===== src/icache_pkg.sv =====
package icache_pkg;

    // cache geometry
    localparam int INDEX_W  = 6;
    localparam int OFFSET_W = 6;
    localparam int TAG_W    = 32 - INDEX_W - OFFSET_W;
    localparam int LINE_W   = 8 << OFFSET_W;
    localparam int SETS     = 1 << INDEX_W;

    // burst length codes, beats minus one
    localparam logic [7:0] MEM_LEN_LINE     = 8'd15;
    localparam logic [7:0] MEM_LEN_UNCACHED = 8'd1;

    // andi r0, r0, 0
    localparam logic [31:0] INST_NOP = 32'h0340_0000;

    // fetch address split into its cache fields
    typedef struct packed {
        logic [TAG_W-1:0]   tag;
        logic [INDEX_W-1:0] index;
        logic [2:0]         pair;
        logic [2:0]         low;
    } fetch_addr_t;

    // two instructions per fetch, inst0 at the lower address
    typedef struct packed {
        logic [31:0] inst1;
        logic [31:0] inst0;
    } fetch_pair_t;

    // one cache line
    // raw view for the memory beat, pair view for the fetch select
    typedef union packed {
        logic [LINE_W-1:0]     raw;
        fetch_pair_t [7:0]     pairs;
    } line_u;

    // cache operation codes
    typedef enum logic [1:0] {
        CACOP_STORE_TAG = 2'b00,
        CACOP_INDEX_INV = 2'b01,
        CACOP_HIT_INV   = 2'b10
    } cacop_e;

    // one-hot way mask, bit 0 is way 0
    typedef logic [1:0] way_sel_t;

endpackage


===== src/icache_ctrl.sv =====
`timescale 1ns/100ps

module icache_ctrl import icache_pkg::*; (
    input  logic               clk,
    input  logic               rstn,
    // pipeline
    input  logic               i_fetch_valid,
    input  logic [31:0]        i_fetch_pc,
    input  logic               i_uncache,
    output logic               o_fetch_ready,
    output fetch_pair_t        o_fetch_data,
    output logic [31:0]        o_fetch_pc,
    output logic               o_exception,
    input  logic               i_cacop_en,
    input  cacop_e             i_cacop_code,
    input  logic [31:0]        i_cacop_addr,
    output logic               o_cacop_done,
    // main memory
    output logic               o_mem_rvalid,
    input  logic               i_mem_rready,
    output logic [31:0]        o_mem_raddr,
    output logic [7:0]         o_mem_rlen,
    input  line_u              i_mem_rdata,
    // ways
    output logic [INDEX_W-1:0] o_rd_index,
    output logic [TAG_W-1:0]   o_req_tag,
    output logic [2:0]         o_pair_sel,
    output logic [INDEX_W-1:0] o_wr_index,
    output way_sel_t           o_way_wr,
    output way_sel_t           o_way_inv,
    output line_u              o_wr_line,
    input  way_sel_t           i_hit,
    input  fetch_pair_t        i_way_pair0,
    input  fetch_pair_t        i_way_pair1,
    // lru
    output logic               o_lru_touch,
    output way_sel_t           o_lru_way,
    input  way_sel_t           i_victim
);

    typedef enum logic [2:0] {
        IDLE,
        LOOKUP,
        MISS,
        REFILL,
        CACOP
    } state_e;

    state_e      state_q, state_d;

    // request buffer
    fetch_addr_t req_q;
    logic        req_uncache_q;
    logic        req_cacop_q;
    cacop_e      req_code_q;

    // return buffer
    line_u       ret_buf_q;

    fetch_addr_t new_addr;
    logic        misaligned;
    logic        lookup_hit;
    logic        accept;
    logic        refill_fetch;
    logic        refill_alloc;

    // cacop takes priority over a fetch in the same cycle
    assign new_addr = i_cacop_en ? i_cacop_addr : i_fetch_pc;

    assign misaligned = (req_q.low[1:0] != 2'b00);

    // uncached requests never hit, they always go out to memory
    assign lookup_hit = (state_q == LOOKUP) && !misaligned && !req_uncache_q && (|i_hit);

    assign accept = ((state_q == IDLE) || lookup_hit) && (i_fetch_valid || i_cacop_en);

    assign refill_fetch = (state_q == REFILL) && !req_cacop_q;
    assign refill_alloc = refill_fetch && !req_uncache_q;

    always_comb begin
        state_d = state_q;
        case (state_q)
            IDLE: begin
                if (accept) begin
                    state_d = i_cacop_en ? CACOP : LOOKUP;
                end
            end
            LOOKUP: begin
                if (misaligned) begin
                    state_d = IDLE;
                end else if (lookup_hit) begin
                    if (accept) begin
                        state_d = i_cacop_en ? CACOP : LOOKUP;
                    end else begin
                        state_d = IDLE;
                    end
                end else begin
                    state_d = MISS;
                end
            end
            MISS: begin
                if (i_mem_rready) begin
                    state_d = REFILL;
                end
            end
            // cacop also finishes through REFILL, with no write
            CACOP:   state_d = REFILL;
            REFILL:  state_d = IDLE;
            default: state_d = IDLE;
        endcase
    end

    always_ff @(posedge clk) begin
        if (!rstn) begin
            state_q       <= IDLE;
            req_uncache_q <= 1'b0;
            req_cacop_q   <= 1'b0;
        end else begin
            state_q <= state_d;
            if (accept) begin
                req_uncache_q <= i_uncache && !i_cacop_en;
                req_cacop_q   <= i_cacop_en;
            end
        end
    end

    always_ff @(posedge clk) begin
        if (accept) begin
            req_q      <= new_addr;
            req_code_q <= i_cacop_code;
        end
        if ((state_q == MISS) && i_mem_rready) begin
            ret_buf_q <= i_mem_rdata;
        end
    end

    // read the next set as soon as a request is taken
    assign o_rd_index = accept ? new_addr.index : req_q.index;
    assign o_req_tag  = req_q.tag;
    assign o_pair_sel = req_q.pair;
    assign o_wr_index = req_q.index;
    assign o_wr_line  = ret_buf_q;
    assign o_way_wr   = refill_alloc ? i_victim : 2'b00;

    assign o_lru_touch = lookup_hit || refill_alloc;
    assign o_lru_way   = lookup_hit ? i_hit : i_victim;

    // store-tag behaves as index-invalidate, addr bit 0 picks the way
    always_comb begin
        o_way_inv = 2'b00;
        if (state_q == CACOP) begin
            case (req_code_q)
                CACOP_STORE_TAG,
                CACOP_INDEX_INV: o_way_inv = req_q.low[0] ? 2'b10 : 2'b01;
                CACOP_HIT_INV:   o_way_inv = i_hit;
                default:         o_way_inv = 2'b00;
            endcase
        end
    end

    // memory request, line aligned or 8-byte aligned
    assign o_mem_rvalid = (state_q == MISS);
    assign o_mem_raddr  = req_uncache_q ? {req_q[31:3], 3'b000}
                                        : {req_q.tag, req_q.index, {OFFSET_W{1'b0}}};
    assign o_mem_rlen   = req_uncache_q ? MEM_LEN_UNCACHED : MEM_LEN_LINE;

    // pipeline results
    assign o_fetch_ready = ((state_q == LOOKUP) && (misaligned || lookup_hit)) || refill_fetch;
    assign o_exception   = (state_q == LOOKUP) && misaligned;
    assign o_fetch_pc    = req_q;
    assign o_cacop_done  = (state_q == REFILL) && req_cacop_q;

    always_comb begin
        if (o_exception) begin
            o_fetch_data = '{inst1: INST_NOP, inst0: INST_NOP};
        end else if (state_q == REFILL) begin
            // uncached data sits in pair 0 of the beat
            o_fetch_data = req_uncache_q ? ret_buf_q.pairs[0] : ret_buf_q.pairs[req_q.pair];
        end else begin
            o_fetch_data = i_hit[1] ? i_way_pair1 : i_way_pair0;
        end
    end

endmodule


===== config.mk =====
export PLATFORM = sky130hd
export DESIGN_NAME = icache_ctrl
export DESIGN_NICKNAME = d
export VERILOG_FILES = /design/src/icache_pkg.sv /design/src/icache_ctrl.sv
export SDC_FILE = /design/constraint.sdc
export NUM_CORES = 1
export LEC_CHECK = 0
export ABC_AREA = 1
export BUFFER_PORTS_ARGS = -buffer_cell sky130_fd_sc_hd__buf_2
export CORE_AREA = 5 5 545 547
export CTS_CLUSTER_DIAMETER = 150
export DETAILED_ROUTE_END_ITERATION = 8
export DIE_AREA = 0 0 550 552
export HOLD_SLACK_MARGIN = 0.15
export PLACE_DENSITY = 0.3
export SYNTH_ARGS = -nofsm -noshare
export SYNTH_HDL_FRONTEND = slang
export SYNTH_SLANG_ARGS = --single-unit
export TNS_END_PERCENT = 10

===== constraint.sdc =====
create_clock -name clk -period 37.7 [get_ports clk]
set_input_delay 9.425 -clock clk [delete_from_list [all_inputs] [get_ports clk]]
set_output_delay 9.425 -clock clk [all_outputs]
set_load 0.02 [all_outputs]

==> impl_metrics.yaml <==
layout:
  design.final.nets: 4413
  finish.instance_area_um2: 38270
  final.fill_count: 33690
  drive_above_1_share_pct: 42.07
  layout-area-overhead-vs-synth_pct: 55.88
  finalCoreUtilization_pct: 13.10
worst_setup_path:
  worstSetupStartpoint: "i_hit[1]"
  worst_setup_slack_for_register_to_register_paths_ns: 33.02
  cp_max_fo: 41
  crit_path_max_incr_delay_ns: 0.73
  rr_startpoint: "state_q[1]"
  setup_crit_path_kind: "in -> out"
  crit_chain: "buf_4, inv_4, buf_4, nand2_1, nand3_1, nand2_1, a21oi_1, buf_2"
  reg2reg_to: "o_wr_line[294]"
  worst_path_buffer_plus_inverter_count: 4
  cp_data_arrival_time_ns: 12.00
  critPathLaunchType: "input port"
  end_kind: "primary output"
  required_ns: 28.27
  worst_path_dominant_cell_family: "buffers and inverters"
  critical_path.slowest_cell: "buf_4"
  worst_r2r_path_depth: 6
global_route:
  antenna_violations_before_repair: 152
  grt_util_all_layers_pct: 15.59
  grt_max_degree: 102
  global_route_wire_length_before_repair_um: 307400
  number_of_global_route_vias_before_repair: 25730
  grt-ovfl-total: 0
worst_hold_path:
  min_delay_path_depth: 2
  min-delay-start: "req_cacop_q"
  hold_path_end: "req_cacop_q"
  holdCritPathClass: "reg -> reg"
yosys:
  post_synth.cell_area_avg_um2: 10.34
  synth_largest_area_cell: "edfxtp_1"
  number_of_storage_elements_in_the_synthesis_netlist: 551
  synth_edf_count: 546
  post_synth_inst_count: 2374
  postSynth.asyncResetShare_pct: 0
  ys_dominant_reg_cell: "edfxtp_1"
  synth.most_common_cell: "nand2_1"
  synth-warning-count: 0
  synthTopCellsByArea: "edfxtp_1 (67%), nand2_1 (15%), nand3_1 (9.2%), a21oi_1 (2.7%), buf_4 (2.6%)"
  synth_largest_type_area_fraction_pct: 66.78
  mappedNetlistArea_um2: 24550
  number_of_library_cell_types_mapped_by_synthesis: 27
  synth.cells.most_frequent: "nand2_1 (953), edfxtp_1 (546), nand3_1 (450)"
  synth_sequential_area_ratio_pct: 67.19
power:
  power_leakage_nw: 16.08
  total_power_mw: 2.112
  p_per_area_nw_per_um2: 55.20
  worst_ir_drop_vdd_v: 0.00003181
clock_tree:
  post_cts_clock_slew_at_the_launch_and_capture_registers_of_the_worst_setup_and_hold_paths_ns: 0.06
  number_of_post_cts_setup_repair_buffers: 0
  cts_buffers: 85
  cts_htree_levels: 3
  cts_max_path_buffers: 4
  cts-hold-fix-buffers: 0
  clkLatencyLatePin_ns: 0.75
  ctsRootBufferMaster: "clkbuf_16"
  cts-resized-gates: 0
  cts_tree: "built"
  numClockSinks: 551
sta:
  timing_max_transition_violations_final: 0
  worst_slew_pin_slew_ns: 1.167
  grt_setup_unrepaired: "false"
  period_share_pct: 56.84
  finClkSkew_ns: 0.02608
  period_needed_ns: 21.43
  fin_setup_tns_ns: 0
  maxSlewHeadroom_pct: 22.20
  achievable-frequency_mhz: 46.67
  setup-violations-final: 0
  timing_hold_violations_final: 0
detailed_routing:
  avgRoutedWirePerCell_um: 32.32
  routed_wire_length_um: 249000
  vias: 25810
  drtPass1Iterations: 5
  drc_errors: 0
  drt_first_iter_violations: 2546
  detail_route.vias_per_cell: 3.350
  detail-route-antenna-nets: 0
die:
  row_count: 199
  floorplan.initialDensity_pct: 8.406
  die_h_um: 552
  die_outline_area_um2: 303600
  die_width_um: 550
  ports: 1410
  core-area_um2: 292100
status:
  outcome: "finished, final reports clean"
flow_run:
  cap_violations: 0
placement:
  buffer_ports.inserted: 1401
  globalplace.congestion: 0.9280
  place_area_um2: 35660
  place.detailed.hpwl_um: 210500
[layer usage]
layer  share of wire [%]  GRT usage (%)  vias up
met3                  11          6.166      320
met1                  42          19.64    12920
met2                  45          25.28     1716
met5                0.14              0        -
li1                    -              -    10800
met4                 2.2          2.912       50
[layout make-up]
cell class                 instances  area [um2]  area share, %
sequential                       551       16500          43.11
timing repair buffer            1446        7365          19.24
multi-input combinational       1581        6741          17.61
tap                             3919        4903          12.81
clock buffer                     103        2195          5.734
clock inverter                    45       346.6         0.9056
inverter                          32       155.1         0.4054
antenna                           27       67.56         0.1765
[registers in the layout, summed over array words and instances (netlist names)]
name,flops
o_req_tag,20
o_wr_index,6
req_code_q,2
o_fetch_pc,3
req_uncache_q,1
req_cacop_q,1
state_q,3
o_wr_line,512
o_pair_sel,3
[metrics by stage]
stage	hold WS [ns]	std cells	setup slack [ns]
after floorplan	0.4542	2380	5.834
after global placement	0.6207	7529	16.20
after detailed placement	0.6197	7529	16.20
after CTS	0.6302	7677	16.20
after global routing	0.6421	7685	16.15
final	0.6077	7704	16.27
[worst register-to-register path, stage by stage, from the launching register on]
cell,delay (ns)
dfxtp_1,0.44
nand2_1,0.20
nor2_4,0.64
buf_4,0.69
buf_4,0.80
buf_4,0.76
buf_4,0.72
[kinds of logic after synthesis]
logic type / after synthesis / synth area share [%]
other: 2 / 0.03059
buffers and inverters: 248 / 5.509
AO/OA/AOI/OAI: 141 / 2.946
AND/OR/NAND/NOR: 1432 / 24.33
flip-flops: 551 / 67.19
[where the power goes]
part | switching [mW] | total, mW | leakage (nW) | internal (mW)
Combinational | 0.441 | 0.583 | 9.83 | 0.143
Clock | 0.323 | 0.758 | 1.24 | 0.435
Sequential | 0.0477 | 0.771 | 5.01 | 0.723
Total | 0.812 | 2.11 | 16.1 | 1.30
[layout by cell type (no fill, tap or decap), types with 18 or more instances in the layout]
master     synthesis  layout
buf_2             56    1400
nand2_1          953     953
edfxtp_1         546     546
nand3_1          450     450
a21oi_1          131     131
clkbuf_16          0      85
buf_4             85      45
diode_2            0      27
inv_1             23      21
nor2_1            22      21
clkbuf_1          44      18
[worst max path at each step]
stage / to / slack, ns / cells past startpoint
detailed placement: o_fetch_data[26] / 16.20 / 8
CTS: o_fetch_data[26] / 16.20 / 8
global placement: o_fetch_data[59] / 16.20 / 8
floorplan: o_wr_line[0] / 5.83 / 2
finish: o_fetch_data[26] / 16.27 / 8
global route: o_fetch_data[59] / 16.15 / 8
Note: power is estimated with default switching activity, not from simulation.
