**config.mk**
```make
export PLATFORM = sky130hd
export DESIGN_NAME = icache_lru
export DESIGN_NICKNAME = d
export VERILOG_FILES = /design/src/icache_pkg.sv /design/src/icache_lru.sv
export SDC_FILE = /design/constraint.sdc
export NUM_CORES = 1
export LEC_CHECK = 0
export BUFFER_PORTS_ARGS = -buffer_cell sky130_fd_sc_hd__buf_2
export CORE_MARGIN = 5
export CORE_UTILIZATION = 30
export CTS_CLUSTER_SIZE = 28
export DETAILED_ROUTE_END_ITERATION = 6
export PLACE_DENSITY = 0.48
export SLEW_MARGIN = 25
export SYNTH_ARGS = -nofsm -noshare
export SYNTH_HDL_FRONTEND = slang
export SYNTH_SLANG_ARGS = --single-unit
```
**constraint.sdc**
```tcl
create_clock -name clk -period 6.85 [get_ports clk]
set_clock_uncertainty 0.2 [all_clocks]
set_input_delay 1.37 -clock clk [delete_from_list [all_inputs] [get_ports clk]]
set_output_delay 1.37 -clock clk [all_outputs]
set_load 0.01 [all_outputs]
```
**src/icache_pkg.sv**
```systemverilog
package icache_pkg;

    // cache geometry
    localparam int INDEX_W  = 6;
    localparam int OFFSET_W = 6;
    localparam int TAG_W    = 32 - INDEX_W - OFFSET_W;
    localparam int LINE_W   = 8 << OFFSET_W;
    localparam int SETS     = 1 << INDEX_W;

    // burst length codes, beats minus one
    localparam logic [7:0] MEM_LEN_LINE     = 8'd15;
    localparam logic [7:0] MEM_LEN_UNCACHED = 8'd1;

    // andi r0, r0, 0
    localparam logic [31:0] INST_NOP = 32'h0340_0000;

    // fetch address split into its cache fields
    typedef struct packed {
        logic [TAG_W-1:0]   tag;
        logic [INDEX_W-1:0] index;
        logic [2:0]         pair;
        logic [2:0]         low;
    } fetch_addr_t;

    // two instructions per fetch, inst0 at the lower address
    typedef struct packed {
        logic [31:0] inst1;
        logic [31:0] inst0;
    } fetch_pair_t;

    // one cache line
    // raw view for the memory beat, pair view for the fetch select
    typedef union packed {
        logic [LINE_W-1:0]     raw;
        fetch_pair_t [7:0]     pairs;
    } line_u;

    // cache operation codes
    typedef enum logic [1:0] {
        CACOP_STORE_TAG = 2'b00,
        CACOP_INDEX_INV = 2'b01,
        CACOP_HIT_INV   = 2'b10
    } cacop_e;

    // one-hot way mask, bit 0 is way 0
    typedef logic [1:0] way_sel_t;

endpackage

```
**src/icache_lru.sv**
```systemverilog
`timescale 1ns/100ps

module icache_lru import icache_pkg::*; (
    input  logic               clk,
    input  logic               rstn,
    input  logic [INDEX_W-1:0] i_index,
    input  logic               i_touch,
    input  way_sel_t           i_touch_way,
    output way_sel_t           o_victim
);

    // one bit per set, 1 means way 1 was used last
    logic [SETS-1:0]    mru_q;

    // index registered alongside the way arrays
    logic [INDEX_W-1:0] index_q;

    always_ff @(posedge clk) begin
        if (!rstn) begin
            mru_q   <= '0;
            index_q <= '0;
        end else begin
            index_q <= i_index;
            if (i_touch) begin
                mru_q[index_q] <= i_touch_way[1];
            end
        end
    end

    // victim is whichever way was not used last
    assign o_victim = mru_q[index_q] ? 2'b01 : 2'b10;

endmodule

```
==> out/summary.txt, run 1 <==
arrival time of the worst setup path: 3.08 ns
die outline area: 0.0143 mm^2
fraction of final layout cells with drive strength greater than 1: 0.127
total iterations of the first detailed-routing run: 5
syn nets: 425
category of the critical setup timing path: flip-flop to output pin
width of the die: 119 um
clock group share of total power: 0.528
number of nets still failing antenna checks after routing: 0
final core occ: 0.340
leading cell types in the layout, fill and taps excluded: nand3_1 (72), dfxtp_1 (70), o21ai_0 (64)
post-CTS resize count: 0
vias in the first global route: 3125
highest fanout seen on the critical path: 19
crit path time final: 4.65 ns
cts bufs inserted: 9
number of clock sinks: 70
hold buffer count at CTS: 0
number of max-slew violations in the final report: 0
number of instances in the synthesized netlist: 414
Achievable Freq: 0.215 GHz
cell leakage power: 1.26 nW
number of design rule violations left after detail routing: 0
Int Pwr: 0.810 mW
instance count after placement with tap cells included: 541
actual transition at the worst max-transition pin: 1.04 ns
count of port buffers added during placement: 11
Clk pin slew, worst setup/hold paths: 0.05 ns
post-route non-filler standard cell count: 557
placeable core region: 0.0119 mm^2
final setup fails: 0
Worst slew margin: 0.308
maximum number of pins on one net before global-route repair: 71
portion of the clock cycle consumed by the worst path in the final layout: 0.679
number of diodes added for antenna fixing: 0
relative area change from synthesis to final layout: 12.3%
cell area power density: 259 mW/mm^2
data required time of the critical path: 5.28 ns
final-layout setup total negative slack: 0 ns
global placement routability congestion: 0.769
fill cell instance count of the final layout: 1219
Setup crit end kind: output pin
run status: finished, final reports clean
count of vias placed by the detailed router: 3217
portion of the post-synthesis area used by sequential elements: 0.390
floorplan die height: 119 um
most common library cell in the layout ignoring fill and taps: nand3_1
number of hold violations in the final report: 0
dominant register cell in the synthesized netlist: dfxtp_1
number of enable flip-flop cells after synthesis: 0
number of storage elements in the synthesis netlist: 70
hold crit path type: flip-flop to flip-flop
kind of start point of the critical path: flip-flop
global-route wire length before repair: 17900 um
Layout Nets: 416
placed wire-length estimate: 6690 um
Comb power frac: 0.069
yosys warns: 0
Vias per Instance: 5.78
buffer cell driving the clock tree root: clkbuf_16
total length of routed wires: 11500 um
WL per Instance: 20.7 um
post-synthesis async set-or-reset flop share: 0
effective utilization at floorplan: 0.303
number of antenna violations at the first check in global routing: 0
final global-route overflow total: 0
I/O pin count: 13
buffer depth of the longest clock path: 2
proportion of total power due to net switching: 0.223
average instance area after synthesis: 8.67 um^2
summed instance area of the synthesized netlist: 0.00359 mm^2
post-CTS setup-driven buffer insertion count: 0
Iteration-0 DRC Markers: 341
RSZ-0062 raised after global routing: false
number of rows in the core area: 40
H-tree levels: 3
switching pwr: 0.233 mW
post-synthesis cell type count: 51
clock latency on the worst-skew pair: 0.33 ns
All-Layer GR Usage: 0.165
Overall Power: 1.04 mW
sequential group share of total power: 0.403
largest vdd supply drop: 0.0000925 V
number of max-cap violations: 0
TritonCTS clock tree: yes
## worst paths after layout
check / start / endpoint / slack (ns) / cells after the start
setup reg to reg: index_q[2] / mru_q[28] / 3.95 / 5
hold / removal: mru_q[1] / mru_q[1] / 0.28 / 2
hold reg to reg: mru_q[1] / mru_q[1] / 0.28 / 2
setup / recovery: index_q[1] / o_victim[0] / 2.20 / 7
## power groups by stage
stage	clock network, mW	registers, mW	logic (mW)
CTS	0.561	0.420	0.0720
detailed placement	0	0.428	0.0718
global route	0.579	0.420	0.0774
finish	0.551	0.420	0.0720
global placement	0	0.428	0.0714
floorplan	0	0.421	0.0562
## per-layer routing
metal  share of wire  GRT usage
met2            0.48      0.257
met3           0.045     0.0366
met1            0.46      0.222
met4           0.021     0.0630
met5               0          0
## sequential cells by signal, indices dropped and copies added, names as in the netlist
name and cells:
mru_q 64, index_q 6
## critical path, stage by stage (launching register included)
cell and delay [ns]:
dfxtp_1 0.72, buf_4 0.36, nand3b_2 0.16, a21oi_1 0.08, o41ai_2 0.46, o211ai_1 0.22, or4_1 0.58, buf_2 0.16
## final cells by class
cell class	instances	area, um^2	area share
repair buffers	15	90.1	0.0223
inverters	3	11.3	0.00279
multi-input cells	306	1990	0.495
flip-flops and latches	70	1400	0.348
clock buffers	13	260	0.0646
well taps	147	184	0.0456
clock inverters	3	90.1	0.0223
## cells in the mapped netlist (all sizes together), types with 5 or more instances
cell / n / area share
a21boi: 65 / 0.14
a21oi: 6 / 0.0094
and2: 7 / 0.012
buf: 12 / 0.028
clkbuf: 23 / 0.024
dfxtp: 70 / 0.39
mux2i: 7 / 0.020
nand2: 13 / 0.014
nand3: 72 / 0.10
nand3b: 5 / 0.012
nor2: 11 / 0.012
o21ai: 64 / 0.089
## cells by family after synthesis
group,after synthesis,synth area share
AO/OA/AOI/OAI,158,0.295
AND/OR/NAND/NOR,133,0.202
flip-flops,70,0.390
buffers and inverters,38,0.0554
multiplexers,15,0.0572
## through the flow
| step | worst slack (ns) | instance area, um^2 | hold WS [ns] |
|---|---|---|---|
| after floorplan | 3.44 | 3590 | 0.249 |
| after global placement | 2.52 | 3670 | 0.260 |
| after detailed placement | 2.56 | 3670 | 0.265 |
| after CTS | 2.17 | 4020 | 0.274 |
| after global routing | 2.10 | 4030 | 0.290 |
| final | 2.20 | 4030 | 0.277 |
No activity file was read; power rests on OpenSTA's default activity.
==> inputs of run 2 (changes only) <==
==> constraint.sdc (replaced) <==
create_clock -name clk -period 4.7 [get_ports clk]
set_clock_uncertainty 0.2 [all_clocks]
set_input_delay 0.94 -clock clk [delete_from_list [all_inputs] [get_ports clk]]
set_output_delay 0.94 -clock clk [all_outputs]
set_load 0.01 [all_outputs]
==> run 2 against run 1 <==
- first-iteration DRC count shrank 17%
- count of clock-buffer cells in the layout is the same
- global-route usage grew 0.093 points
- setup slack lost 1.7 ns
- critical path depth is the same
- sequential share of layout area grew 0.11 points
- design area shrank 0.31%
- non-clock buffer count grew 1
==> out/summary.txt, run 2 (synthesis results as in run 1) <==
total iterations of the first detailed-routing run: 5 (unchanged)
All-Layer GR Usage: 0.166 (+0.000931)
portion of the clock cycle consumed by the worst path in the final layout: 0.895
R2R setup slack: 1.87 ns (-2.08 ns)
number of hold violations in the final report: 0 (unchanged)
buffer depth of the longest clock path: 2 (unchanged)
crit path launch: index_q[1]
TritonCTS clock tree: yes
clock latency on the worst-skew pair: 0.33 ns (about the same)
WL per Instance: 20.5 um (-0.87%)
category of the critical setup timing path: flip-flop to output pin
Iteration-0 DRC Markers: 282 (-17%)
final-layout setup total negative slack: 0 ns (unchanged)
effective utilization at floorplan: 0.303 (unchanged)
hold buffer count at CTS: 0 (unchanged)
run status: finished, final reports clean
actual transition at the worst max-transition pin: 1.02 ns (-0.0181 ns)
min-delay src: mru_q[3]
delay of the slowest cell on the worst path: 0.96 ns (+0.24 ns)
number of nets still failing antenna checks after routing: 0 (unchanged)
post-place setup slack: 0.870 ns (-1.69 ns)
Layout Nets: 417 (+0.24%)
total length of routed wires: 11500 um (-0.69%)
combined buffer and inverter count along the critical path: 2 (unchanged)
Crit Reg-Reg Endpoint: mru_q[15]
vias in the first global route: 3080 (-1.4%)
worst hold slack across all endpoints: 0.274 ns (-0.00279 ns)
buffer cell driving the clock tree root: clkbuf_16
R2R depth: 5 (unchanged)
hold crit path type: flip-flop to flip-flop
highest fanout seen on the critical path: 18 (-1)
placed wire-length estimate: 6710 um (+0.36%)
placeable core region: 0.0119 mm^2 (unchanged)
number of diodes added for antenna fixing: 0 (unchanged)
CP cell instances: buf_4 -> mux2_2 -> a22oi_1 -> o22a_1 -> a21oi_1 -> or4_1 -> buf_2
fraction of final layout cells with drive strength greater than 1: 0.129 (+0.00212)
Clk pin slew, worst setup/hold paths: 0.06 ns (about the same)
I/O pin count: 13 (unchanged)
H-tree levels: 3 (unchanged)
number of design rule violations left after detail routing: 0 (unchanged)
global placement routability congestion: 0.783 (+1.8%)
kind of start point of the critical path: flip-flop
post-CTS resize count: 0 (unchanged)
number of clock sinks: 70 (unchanged)
flip-flop count of the largest register, all copies and words added: 64 (unchanged)
number of antenna violations at the first check in global routing: 0 (unchanged)
cell area power density: 368 mW/mm^2 (+42%)
leading cell types in the layout, fill and taps excluded: nand3_1 (72), dfxtp_1 (70), o21ai_0 (64)
post-CTS setup-driven buffer insertion count: 0 (unchanged)
most common library cell in the layout ignoring fill and taps: nand3_1
count of cells along the worst hold path: 2 (unchanged)
Overall Power: 1.48 mW (+42%)
data required time of the critical path: 3.56 ns (-1.72 ns)
number of max-cap violations: 0 (unchanged)
Achievable Freq: 0.238 GHz
largest vdd supply drop: 0.000148 V (+60%)
cts bufs inserted: 9 (unchanged)
cell leakage power: 1.25 nW (-0.14%)
fill cell instance count of the final layout: 1232 (+1.1%)
maximum number of pins on one net before global-route repair: 71 (unchanged)
count of vias placed by the detailed router: 3185 (-0.99%)
Worst path slowest cell: dfxtp_1
Vias per Instance: 5.71 (-1.2%)
final setup fails: 0 (unchanged)
Top reg by flops: mru_q
arrival time of the worst setup path: 3.06 ns (-0.02 ns)
RSZ-0062 raised after global routing: false
floorplan die height: 119 um (unchanged)
Largest regs: mru_q (64), index_q (6)
number of rows in the core area: 40 (unchanged)
Worst slew margin: 0.320 (+0.0116)
Worst Slack Setup Final: 0.495 ns (-1.71 ns)
capture endpoint of the worst hold path: mru_q[3]
global-route wire length before repair: 18200 um (+1.5%)
count of port buffers added during placement: 11 (unchanged)
category of cells accounting for the largest share of critical-path delay: flip-flops
width of the die: 119 um (unchanged)
relative area change from synthesis to final layout: 12.0%
final global-route overflow total: 0 (unchanged)
number of max-slew violations in the final report: 0 (unchanged)
crit path time final: 4.20 ns
die outline area: 0.0143 mm^2 (unchanged)
worst flop-to-flop path startpoint: index_q[1]
Setup crit end kind: output pin
==> run 2: final cells by class <==
type,instances,area (um^2),area share
inverter,3,11.3,0.00280
tap,147,184,0.0458
clock inverter,3,65.1,0.0162
sequential,70,1400,0.349
clock buffer,13,270,0.0672
timing repair buffer,16,97.6,0.0243
multi-input combinational,306,1990,0.495
==> run 2: how the worst max path moves through the flow <==
stage	end	slack, ns	depth (start not counted)
after CTS	o_victim[0]	0.52	7
after global placement	o_victim[0]	0.85	7
after detailed placement	o_victim[0]	0.87	7
final	o_victim[0]	0.50	7
after floorplan	o_victim[0]	1.72	6
after global routing	o_victim[0]	0.41	7
==> run 2: where the power goes <==
part / leakage (nW) / switching, mW / internal [mW]
Clock: 0.166 / 0.252 / 0.507
Combinational: 0.523 / 0.0689 / 0.0345
Sequential: 0.566 / 0.0158 / 0.598
==> run 2: tightest hold or removal path, delay by kind of cell, from the launching register on <==
kind | cells | cell delay [ns]
AO/OA/AOI/OAI | 2 | 0.12
flip-flops | 1 | 0.30
==> run 2: per-stage QoR <==
step	cells	utilization	cell area, um^2
2_1_floorplan	414	-	3590
3_3_place_gp	542	0.310	3680
3_5_place_dp	542	0.310	3680
4_1_cts	558	0.339	4020
5_1_grt	558	0.339	4020
6_report	558	0.339	4020
==> run 2: per-layer routing <==
metal	global-route usage	vias up	share of wire
met2	0.261	106	0.47
met4	0.0322	0	0.0085
met1	0.232	1557	0.46
met5	0	-	0
li1	-	1515	-
met3	0.0380	7	0.060
